--- src/hdl/coreTypesPkg.sv ---
package coreTypesPkg;

    localparam int SQN_W = 7;
    localparam int PC_W = 32;
    localparam int FETCH_ID_W = 4;
    localparam int HISTORY_W = 8;

    typedef logic [SQN_W-1:0] SqN;
    typedef logic [PC_W-1:0] Pc;
    typedef logic [FETCH_ID_W-1:0] FetchId;
    typedef logic [HISTORY_W-1:0] BrHistory;

    // Wraparound age compare. True when a is older than b.
    function automatic logic isOlder(SqN a, SqN b);
        SqN diff;
        diff = a - b;
        return diff[SQN_W-1];
    endfunction

endpackage
--- src/hdl/branchPkg.sv ---
package branchPkg;

    import coreTypesPkg::*;

    localparam int NUM_BRANCHES = 4;
    localparam int SLOT_TRAP = 3;
    localparam int NUM_MISPR_SLOTS = 2; // Slots below this count as mispredicts.
    localparam int FLUSH_CYCLES = 3;
    localparam int PERF_W = 16;

    // One redirect proposal towards the front end.
    typedef struct packed {
        logic taken;
        logic flush;        // Whole-pipeline flush, traps only.
        Pc dstPC;
        SqN sqN;
        SqN loadSqN;
        SqN storeSqN;
        FetchId fetchID;
        BrHistory history;
    } BranchProv;

    // One branch as it leaves the integer unit.
    typedef struct packed {
        logic valid;
        SqN sqN;
        SqN loadSqN;
        SqN storeSqN;
        FetchId fetchID;
        BrHistory history;
        logic predTaken;
        logic actTaken;
        Pc target;
        Pc fallThrough;
    } ResolveReq;

endpackage

--- src/hdl/branchResolveUnit.sv ---
module branchResolveUnit (
    input  logic                         clk,
    input  logic                         rst,
    input  branchPkg::ResolveReq         resolve0,
    input  branchPkg::ResolveReq         resolve1,
    input  logic                         replayValid,
    input  coreTypesPkg::SqN             replaySqN,
    input  coreTypesPkg::Pc              replayPC,
    input  coreTypesPkg::SqN             replayLoadSqN,
    input  coreTypesPkg::SqN             replayStoreSqN,
    input  coreTypesPkg::FetchId         replayFetchID,
    input  logic                         trapValid,
    input  coreTypesPkg::SqN             trapSqN,
    input  coreTypesPkg::Pc              trapVector,
    input  coreTypesPkg::SqN             robCurSqN,
    input  coreTypesPkg::SqN             rnNextSqN,
    output branchPkg::BranchProv         redirect,
    output logic                         mispredFlush,
    output logic [branchPkg::PERF_W-1:0] misprCount,
    output logic [branchPkg::PERF_W-1:0] redirectCount
);

    import branchPkg::*;

    BranchProv provs [NUM_BRANCHES-1:0]; // Slot 3 is the trap.
    logic branchMispr;

    branchResolver i_resolver0 (.clk, .rst, .req(resolve0), .prov(provs[0]));
    branchResolver i_resolver1 (.clk, .rst, .req(resolve1), .prov(provs[1]));

    memOrderReplay i_replay (
        .clk, .rst,
        .valid(replayValid),
        .sqN(replaySqN),
        .pc(replayPC),
        .loadSqN(replayLoadSqN),
        .storeSqN(replayStoreSqN),
        .fetchID(replayFetchID),
        .prov(provs[2])
    );

    trapRedirect i_trap (
        .clk, .rst,
        .valid(trapValid),
        .sqN(trapSqN),
        .vector(trapVector),
        .prov(provs[SLOT_TRAP])
    );

    branchSelector i_selector (
        .clk, .rst,
        .branches(provs),
        .robCurSqN, .rnNextSqN,
        .mispredFlush,
        .branch(redirect),
        .branchMispr
    );

    flushSequencer i_flushSeq (.clk, .rst, .redirectTaken(redirect.taken), .mispredFlush);

    perfCounters i_perf (
        .clk, .rst,
        .branchMispr,
        .redirectTaken(redirect.taken),
        .misprCount,
        .redirectCount
    );

endmodule

--- src/hdl/perfCounters.sv ---
module perfCounters (
    input  logic                         clk,
    input  logic                         rst,
    input  logic                         branchMispr,
    input  logic                         redirectTaken,
    output logic [branchPkg::PERF_W-1:0] misprCount,
    output logic [branchPkg::PERF_W-1:0] redirectCount
);

    import branchPkg::*;

    // Both counters stick at all ones.
    always_ff @(posedge clk) begin
        if (rst) begin
            misprCount <= '0;
            redirectCount <= '0;
        end else begin
            if (branchMispr && misprCount != '1)
                misprCount <= misprCount + 1'b1;
            if (redirectTaken && redirectCount != '1)
                redirectCount <= redirectCount + 1'b1;
        end
    end

    mispredIsRedirect: assert property (
        @(posedge clk) disable iff (rst) branchMispr |-> redirectTaken
    );

endmodule

--- src/hdl/flushSequencer.sv ---
module flushSequencer (
    input  logic clk,
    input  logic rst,
    input  logic redirectTaken,
    output logic mispredFlush
);

    import branchPkg::*;

    localparam int CNT_W = $clog2(FLUSH_CYCLES + 1);

    logic [CNT_W-1:0] count;

    always_ff @(posedge clk) begin
        if (rst)
            count <= '0;
        else if (redirectTaken)
            count <= CNT_W'(FLUSH_CYCLES); // Restart on every redirect.
        else if (count != '0)
            count <= count - 1'b1;
    end

    assign mispredFlush = count != '0;

endmodule

--- src/hdl/branchSelector.sv ---
module branchSelector (
    input  logic                  clk,
    input  logic                  rst,
    input  branchPkg::BranchProv  branches [branchPkg::NUM_BRANCHES-1:0],
    input  coreTypesPkg::SqN      robCurSqN,
    input  coreTypesPkg::SqN      rnNextSqN,
    input  logic                  mispredFlush,
    output branchPkg::BranchProv  branch,
    output logic                  branchMispr
);

    import coreTypesPkg::*;
    import branchPkg::*;

    SqN mispredFlushSqN;
    logic [NUM_BRANCHES-1:0] eligible;

    // During a flush only something older than the flushed op may redirect.
    always_comb begin
        for (int i = 0; i < NUM_BRANCHES; i++) begin
            eligible[i] = branches[i].taken &&
                (!mispredFlush || isOlder(branches[i].sqN, mispredFlushSqN));
        end
    end

    always_comb begin
        branch = '0;
        branchMispr = 1'b0;

        for (int i = 0; i < SLOT_TRAP; i++) begin
            if (eligible[i] && (!branch.taken || isOlder(branches[i].sqN, branch.sqN))) begin
                branch = branches[i];
                branch.flush = 1'b0;
                branchMispr = i < NUM_MISPR_SLOTS;
            end
        end

        // Trap wins regardless of age.
        if (eligible[SLOT_TRAP]) begin
            branch = branches[SLOT_TRAP];
            branchMispr = 1'b0;
        end
    end

    always_ff @(posedge clk) begin
        if (rst)
            mispredFlushSqN <= '0;
        else if (branch.taken)
            mispredFlushSqN <= branch.sqN;
    end

    // A redirect must point into the window of in-flight instructions.
    sqNInWindow: assert property (
        @(posedge clk) disable iff (rst)
        branch.taken |-> !isOlder(branch.sqN, robCurSqN) && isOlder(branch.sqN, rnNextSqN)
    );

endmodule

--- src/hdl/trapRedirect.sv ---
module trapRedirect (
    input  logic                  clk,
    input  logic                  rst,
    input  logic                  valid,
    input  coreTypesPkg::SqN      sqN,
    input  coreTypesPkg::Pc       vector,
    output branchPkg::BranchProv  prov
);

    import branchPkg::*;

    always_ff @(posedge clk) begin
        prov.flush <= 1'b1;
        prov.dstPC <= vector;
        prov.sqN <= sqN;
        // Nothing younger survives, so the LSQ restarts at the trapping op.
        prov.loadSqN <= sqN;
        prov.storeSqN <= sqN;
        prov.fetchID <= '0;
        prov.history <= '0;
        if (rst)
            prov.taken <= 1'b0;
        else
            prov.taken <= valid;
    end

    // Commit traps one instruction at a time.
    noBackToBackTrap: assert property (
        @(posedge clk) disable iff (rst) prov.taken |=> !prov.taken
    );

endmodule

--- src/hdl/memOrderReplay.sv ---
module memOrderReplay (
    input  logic                  clk,
    input  logic                  rst,
    input  logic                  valid,
    input  coreTypesPkg::SqN      sqN,
    input  coreTypesPkg::Pc       pc,
    input  coreTypesPkg::SqN      loadSqN,
    input  coreTypesPkg::SqN      storeSqN,
    input  coreTypesPkg::FetchId  fetchID,
    output branchPkg::BranchProv  prov
);

    import branchPkg::*;

    always_ff @(posedge clk) begin
        prov.flush <= 1'b0;
        prov.dstPC <= pc; // Re-fetch the load itself.
        prov.sqN <= sqN;
        prov.loadSqN <= loadSqN;
        prov.storeSqN <= storeSqN;
        prov.fetchID <= fetchID;
        prov.history <= '0;
        if (rst)
            prov.taken <= 1'b0;
        else
            prov.taken <= valid;
    end

endmodule

--- src/hdl/branchResolver.sv ---
module branchResolver (
    input  logic                  clk,
    input  logic                  rst,
    input  branchPkg::ResolveReq  req,
    output branchPkg::BranchProv  prov
);

    import coreTypesPkg::*;

    logic dirWrong;
    logic targetWrong;
    logic mispredict;

    // Last target seen correct for this fetch packet stands in for the prediction.
    Pc predTarget;

    always_comb begin
        dirWrong = req.predTaken != req.actTaken;
        targetWrong = req.predTaken && req.actTaken && (req.target != predTarget);
        mispredict = req.valid && (dirWrong || targetWrong);
    end

    // Predicted target, remembered per fetch packet.
    Pc predTargets [2**FETCH_ID_W];

    always_ff @(posedge clk) begin
        if (req.valid && !mispredict)
            predTargets[req.fetchID] <= req.target;
    end

    assign predTarget = predTargets[req.fetchID];

    always_ff @(posedge clk) begin
        prov.flush <= 1'b0;
        prov.dstPC <= req.actTaken ? req.target : req.fallThrough;
        prov.sqN <= req.sqN;
        prov.loadSqN <= req.loadSqN;
        prov.storeSqN <= req.storeSqN;
        prov.fetchID <= req.fetchID;
        prov.history <= req.history;
        if (rst)
            prov.taken <= 1'b0;
        else
            prov.taken <= mispredict;
    end

    // Branches never request a full flush, only traps do.
    noFlushFromBranch: assert property (
        @(posedge clk) disable iff (rst) prov.taken |-> !prov.flush
    );

endmodule

--- config.mk ---
export PLATFORM = sky130hd
export DESIGN_NAME = branchResolveUnit
export DESIGN_NICKNAME = d
export VERILOG_FILES = /design/src/hdl/coreTypesPkg.sv /design/src/hdl/branchPkg.sv /design/src/hdl/branchResolveUnit.sv /design/src/hdl/perfCounters.sv /design/src/hdl/flushSequencer.sv /design/src/hdl/branchSelector.sv /design/src/hdl/trapRedirect.sv /design/src/hdl/memOrderReplay.sv /design/src/hdl/branchResolver.sv
export SDC_FILE = /design/constraint.sdc
export NUM_CORES = 1
export LEC_CHECK = 0
export BUFFER_PORTS_ARGS = -buffer_cell sky130_fd_sc_hd__buf_2
export CORE_ASPECT_RATIO = 0.75
export CORE_MARGIN = 2
export CORE_UTILIZATION = 45
export CTS_BUF_LIST = sky130_fd_sc_hd__clkbuf_4 sky130_fd_sc_hd__clkbuf_8 sky130_fd_sc_hd__clkbuf_16
export DETAILED_ROUTE_END_ITERATION = 7
export PLACE_DENSITY = 0.75
export SYNTH_ARGS = -nofsm -noshare
export SYNTH_HDL_FRONTEND = slang
export SYNTH_SLANG_ARGS = --single-unit
--- constraint.sdc ---
create_clock -name clk -period 6.75 [get_ports clk]
set_clock_uncertainty 0.15 [all_clocks]
set_input_delay 0.3375 -clock clk [delete_from_list [all_inputs] [get_ports clk]]
set_output_delay 0.3375 -clock clk [all_outputs]
set_load 0.02 [all_outputs]
== Yosys cells after proc, flatten, opt, wreduce, memory -nomap -nowiden ==
Memory sizes are Yosys's and may differ from the RTL's.
Index checks and enable logic that the tools add are counted.

* Register bits: 271
* RAM bits: 1024
* Logic and storage cells: 91
* Memories kept: 2

* $add $sub $neg: 9
* Equality and inequality tests: 6
* Mux-type cells: 16
* Reduce and logical (&&, ||, !) cells: 31

{| class="wikitable"
|+ Memories
! name !! words !! width !! rd ports !! clocked after Yosys merged registers in !! wr ports !! RTL line !! RTL
|-
| i_resolver0.predTargets || 16 || 32 || 1 || 0 || 1 || branchResolver.sv:24 || <nowiki>Pc predTargets [2**FETCH_ID_W];</nowiki>
|-
| i_resolver1.predTargets || 16 || 32 || 1 || 0 || 1 || branchResolver.sv:24 ||
|}

{| class="wikitable"
|+ Operators with widths
! operator !! number
|-
| $mux 67 || 4
|-
| $mux 32 || 2
|-
| $ne 32x32->1 || 2
|-
| $sub 7x7->7 || 6
|-
| $add 16x1->16 const B || 2
|-
| $ne 16x16->1 const B || 2
|-
| $logic_and 1x1->1 || 16
|-
| $logic_or 1x1->1 || 8
|-
| $mux 1 || 8
|-
| $logic_not 1->1 || 5
|-
| $mux 2 || 2
|-
| $reduce_bool 2->1 || 2
|-
| $ne 1x1->1 || 2
|-
| $sub 2x1->2 const B || 1
|}

== Logic depth before layout (Yosys ltp) ==
* Word-level depth: 15
* Depth in mapped cells: 34
* Mapped depth without buffers: 29

== Hierarchy ==
Synthesis repeated with hierarchy kept, for this count alone.

* Cells, all modules: 2939
* Area, all modules: 51792.2 µm²

{| class="wikitable"
|+ Modules (own cells, without submodules)
! module !! instances !! cells each !! area each (µm²) !! seq. area each (µm²)
|-
| branchResolver || 2 || 1054 || 22027.4 || 16696.0
|-
| branchSelector || 1 || 489 || 3738.6 || 140.1
|-
| perfCounters || 1 || 192 || 1627.8 || 640.6
|-
| memOrderReplay || 1 || 69 || 1246.2 || 1161.1
|-
| trapRedirect || 1 || 70 || 1024.7 || 800.8
|-
| flushSequencer || 1 || 11 || 100.1 || 40.0
|}

== Least setup slack after synthesis ==
OpenSTA, ideal clock, no wires.

* Path kind: reg2out
* Start point: register i_selector.mispredFlushSqN[5]
* End point: output redirect[18] (netlist name)
* Arrival: 6.994 ns
* Data required time: 6.262 ns
* Setup slack: -0.731 ns
* Stages on the path, launching flop included: 34
* Path buffers: 5
* Cells stage by stage: dfxtp_1 > inv_1 > ha_1 > a21oi_1 > o21ai_1 > a211oi_1 > or4_4 > and3_1 > clkbuf_1 > clkbuf_1 > buf_1 > nand2_1 > ha_1 > a21oi_1 > o21a_1 > nor3b_1 > a41oi_4 > xnor2_2 > a21boi_0 > buf_2 > a22oi_1 > ha_1 > a21oi_1 > nor2b_1 > o21ai_0 > nand2b_1 > nor3_1 > a31o_1 > o21a_2 > nor4_4 > nor3_4 > buf_4 > a221oi_1 > a211oi_1

{| class="wikitable"
|+ RTL lines
! element !! RTL line !! RTL
|-
| from (decl) || branchSelector.sv:15 || <nowiki>SqN mispredFlushSqN;</nowiki>
|-
| from (signal assigned) || branchSelector.sv:49 || <nowiki>mispredFlushSqN <= branch.sqN;</nowiki>
|-
| to (decl) || branchResolveUnit.sv:17 || <nowiki>output branchPkg::BranchProv redirect,</nowiki>
|}

==> tab_implementation.tex <==
\begin{tabular}{lr}
\hline
Metric & Value \\
\hline
\multicolumn{2}{l}{\textbf{Outcome}} \\
\quad Outcome & finished with violations \\
\quad Failing checks & negative hold slack, negative setup slack \\
\multicolumn{2}{l}{\textbf{STA}} \\
\quad Headroom to the max-slew limit & 18.9\% \\
\quad Max Clk Rate & 0.134 GHz \\
\quad Least-Margin Pin Slew & 1.22 ns \\
\quad Worst setup margin & -0.705 ns \\
\quad Hold slack final & -0.00133 ns \\
\quad Final hold violation count & 1 \\
\quad Final Setup Violations & 66 \\
\quad Unrepaired setup endpoints after global routing & true \\
\quad Period utilisation layout & 110\% \\
\quad Max Slew Vio Count & 0 \\
\quad Final Critical Period & between 7 and 8 ns \\
\multicolumn{2}{l}{\textbf{Clock network}} \\
\quad Clock-pin slew on the worst setup and hold paths & 0.06 ns \\
\quad TritonCTS Buffers & approximately 120 \\
\quad Maximum buffer depth of the clock tree & 3 \\
\quad Root buffer cell & clkbuf\_16 \\
\quad H-tree levels & 3 \\
\quad Number of sinks handled by clock tree synthesis & 1295 \\
\quad Clock latency reported for the late side of the worst-skew pair & 0.73 ns \\
\quad TritonCTS clock tree & done \\
\multicolumn{2}{l}{\textbf{Logic synthesis}} \\
\quad Simple-gate area share of the yosys netlist & 3.20\% \\
\quad Compound-gate portion of the synthesized area & under 10\% \\
\quad Post-synthesis cell type count & 80 \\
\quad Synthesized-area fraction occupied by adder cells & less than 1\% \\
\quad Async set or reset register ratio after synthesis & 0\% \\
\quad Primary FF master, synth & edfxtp\_1 \\
\quad Largest area contributor in the netlist & edfxtp\_1 \\
\quad Top-area cell type share of the netlist area & 62.0\% \\
\quad Number of synthesized register bits & 1295 \\
\quad Synthesized-area fraction occupied by xor and xnor cells & approximately 1.5\% \\
\quad Seq/Total Area, Yosys & 73.0\% \\
\quad Number of enable-type register cells in the synthesized netlist & 1024 \\
\quad Netlist area before placement & slightly below 50000 um2 \\
\quad Largest cells by area after synthesis & edfxtp\_1 62\%, mux4\_2 15\%, dfxtp\_1 11\%, mux2\_2 1.5\%, xnor2\_1 1.3\% \\
\quad Multiplexer share of the synthesized area & 16.4\% \\
\quad Syn Inst Count & 2484 \\
\quad Post-Syn Nets & 2833 \\
\quad Synthesis warning total & 0 \\
\quad Syn avg cell area & 20.0 um2 \\
\quad Combinational family with the most area after synthesis & multiplexers \\
\multicolumn{2}{l}{\textbf{Cells and area}} \\
\quad Final core utilization & between 50\% and 60\% \\
\quad Area occupied by multi-input gates & 13500 um2 \\
\quad Share of layout cells above drive strength 1 & 38.7\% \\
\quad Area taken by flip-flops and latches & 36200 um2 \\
\quad Nets & roughly 3700 \\
\quad Layout overhead on the synthesized area & 26.5\% \\
\quad Filler instances & 7766 \\
\multicolumn{2}{l}{\textbf{Critical path}} \\
\quad Crit path kind & reg -> out \\
\quad Endpoint type of the worst setup path & primary output \\
\quad Crit path DAT & roughly 7 ns \\
\quad WP data required & between 6 and 7 ns \\
\quad CP max FO & 7 \\
\quad Stage delay of the slowest cell on the critical path & 0.52 ns \\
\quad CP startpoint kind & flip-flop \\
\quad Critical-path cell with the highest stage delay & or4\_4 \\
\multicolumn{2}{l}{\textbf{Drt}} \\
\quad Detailed-route wire length & 140000 um \\
\quad Number of remaining DRC errors & 0 \\
\quad Number of vias per cell after detailed routing & 5.87 \\
\quad Routed wire length per instance & 28.8 um \\
\quad Post-route ant nets & 0 \\
\quad Count of vias placed by the detailed router & around 29000 \\
\quad Number of design-rule violations left by the first detailed-router iteration & 3010 \\
\quad Number of optimization iterations in the first detailed-route pass & 5 \\
\multicolumn{2}{l}{\textbf{Floorplan}} \\
\quad CORE AREA & 109000 um2 \\
\quad DIE AREA & $\sim$110000 um2 \\
\quad Placement row count & 105 \\
\quad Die height & 291 um \\
\quad Starting density of the core & about 45\% \\
\quad Number of top-level pins & 414 \\
\quad Horiz. Die Dim & slightly below 400 um \\
\multicolumn{2}{l}{\textbf{Global routing}} \\
\quad First-pass GRT wire length & slightly above 200000 um \\
\quad Via count of the first global-routing pass & a little under 30000 \\
\quad Overall fraction of global-route tracks in use & approximately a quarter \\
\quad Total overflow reported by the global router & 0 \\
\quad Largest net degree at the start of global routing & between 80 and 90 \\
\quad Antenna violations before repair & 17 \\
\multicolumn{2}{l}{\textbf{Power and ir drop}} \\
\quad Leakage power total & 21.5 nW \\
\quad PwrDens & 303 nW/um2 \\
\quad Peak VDD IR & between 0.2 and 0.25 mV \\
\multicolumn{2}{l}{\textbf{Placement}} \\
\quad Post-DP HPWL & between 80000 and 90000 um \\
\quad GP Congestion & between 0.8 and 0.9 \\
\quad Count of input and output buffers & 399 \\
\multicolumn{2}{l}{\textbf{Hold path}} \\
\quad Worst min-delay path class & in -> reg \\
\multicolumn{2}{l}{\textbf{Flow run}} \\
\quad Max-cap check violation count & 0 \\
\hline
\end{tabular}
-- layout make-up --
cell class	instances	share of cell area, %
sequential	1295	57.7
multi-input combinational	1028	21.5
timing repair buffer	861	11.1
clock buffer	144	5.12
tap	1444	2.88
clock inverter	74	1.57
inverter	26	0.156
antenna	5	0.0200
-- cells in the mapped netlist, drive strengths merged, types with 15 or more instances --
library cell  count
dfxtp           271
edfxtp         1024
nand3            33
a221o            45
o221a            44
o21ai            15
nand4            26
mux4            320
nor2             82
mux2             79
a21oi            39
nand2            57
nor2b            16
ha               35
xnor2            74
buf              64
inv              26
nor3             27
clkbuf           71
-- layout by cell type, fill, tap and decap left out, drive strengths merged, types with 39 or more instances in the layout --
master       Yosys  final
xnor2           74     74
mux4           320    320
o221a           44     44
buf             64    548
a221o           45     45
nand2           57     57
dlygate4sd3      0    309
a21oi           39     39
edfxtp        1024   1024
clkbuf          71    148
dfxtp          271    271
clkinv           0     39
nor2            82     82
mux2            79     79
-- per-stage QoR --
stage | setup slack [ns] | std cells | setup TNS (ns) | power, mW | cell area [um2]
floorplan | 0.00911 | 2484 | 0 | 10.4 | 49700
global placement | -0.0317 | 4305 | -0.170 | 11.2 | 54200
detailed placement | -0.147 | 4305 | -4.12 | 11.3 | 54200
CTS | -0.589 | 4858 | -32.83 | 18.9 | 62300
global route | -0.971 | 4874 | -58.04 | 19.5 | 62700
finish | -0.705 | 4877 | -41.01 | 19.0 | 62700
-- flip-flops by register name (all words and copies together) (netlist names), 7 cells and up --
register,count
i_resolver1.prov,66
i_replay.prov,58
i_perf.misprCount,16
i_resolver1.predTargets,512
i_resolver0.prov,66
i_selector.mispredFlushSqN,7
i_perf.redirectCount,16
i_resolver0.predTargets,512
i_trap.prov,40
-- what timing repair did --
item,CTS,global route
setup endpoints to repair,65,72
setup buffers,23,14
hold endpoints to repair,1249,0
hold buffers,309,0
pin swaps,39,28
gates resized for setup,147,34
cloned,3,2
-- critical path: cells and delay by family, from the launching register on --
| family | cells | cell delay (ns) |
|---|---|---|
| xor gates and xnor gates | 1 | 0.13 |
| DFF | 1 | 0.33 |
| AOI/OAI and AO/OA | 13 | 1.92 |
| and+or+nand+nor | 10 | 2.15 |
| adders and majority gates | 3 | 0.82 |
| buffers and inverters | 6 | 0.91 |
-- kinds of logic (layout without fill, tap and decap cells) --
| family | Yosys count | in the layout |
|---|---|---|
| adders and majority gates | 35 | 35 |
| other | 0 | 5 |
| xor gates and xnor gates | 84 | 84 |
| buffers and inverters | 161 | 1105 |
| and+or+nand+nor | 303 | 303 |
| DFF | 1295 | 1295 |
| AOI/OAI and AO/OA | 205 | 205 |
| muxes | 401 | 401 |
-- worst paths after layout --
kind	startpoint	to	slack (ns)	cells after the start
min	resolve0[5]	i_resolver0.prov[38]	-0.001	2
max	i_selector.mispredFlushSqN[5]	redirect[18]	-0.70	33
min reg2reg	i_selector.mispredFlushSqN[2]	i_selector.mispredFlushSqN[2]	0.36	2
max reg2reg	i_selector.mispredFlushSqN[5]	i_perf.misprCount[10]	-0.02	34
-- power breakdown --
group | switching, mW | leakage (nW) | internal (mW)
Combinational | 1.57 | 7.92 | 1.33
Sequential | 0.102 | 11.5 | 8.78
Clock | 3.00 | 2.06 | 4.20
Total | 4.67 | 21.5 | 14.3
-- layer usage --
| layer | routed length (um) | up-vias | GRT usage [%] |
|---|---|---|---|
| met5 | 15 | - | 0 |
| met4 | 5260 | 2 | 8.53 |
| met3 | 14100 | 275 | 5.17 |
| met2 | 63100 | 1671 | 37.2 |
| met1 | 58000 | 14800 | 35.7 |
| li1 | - | 11900 | - |
Power figures use the tool's default switching activity.
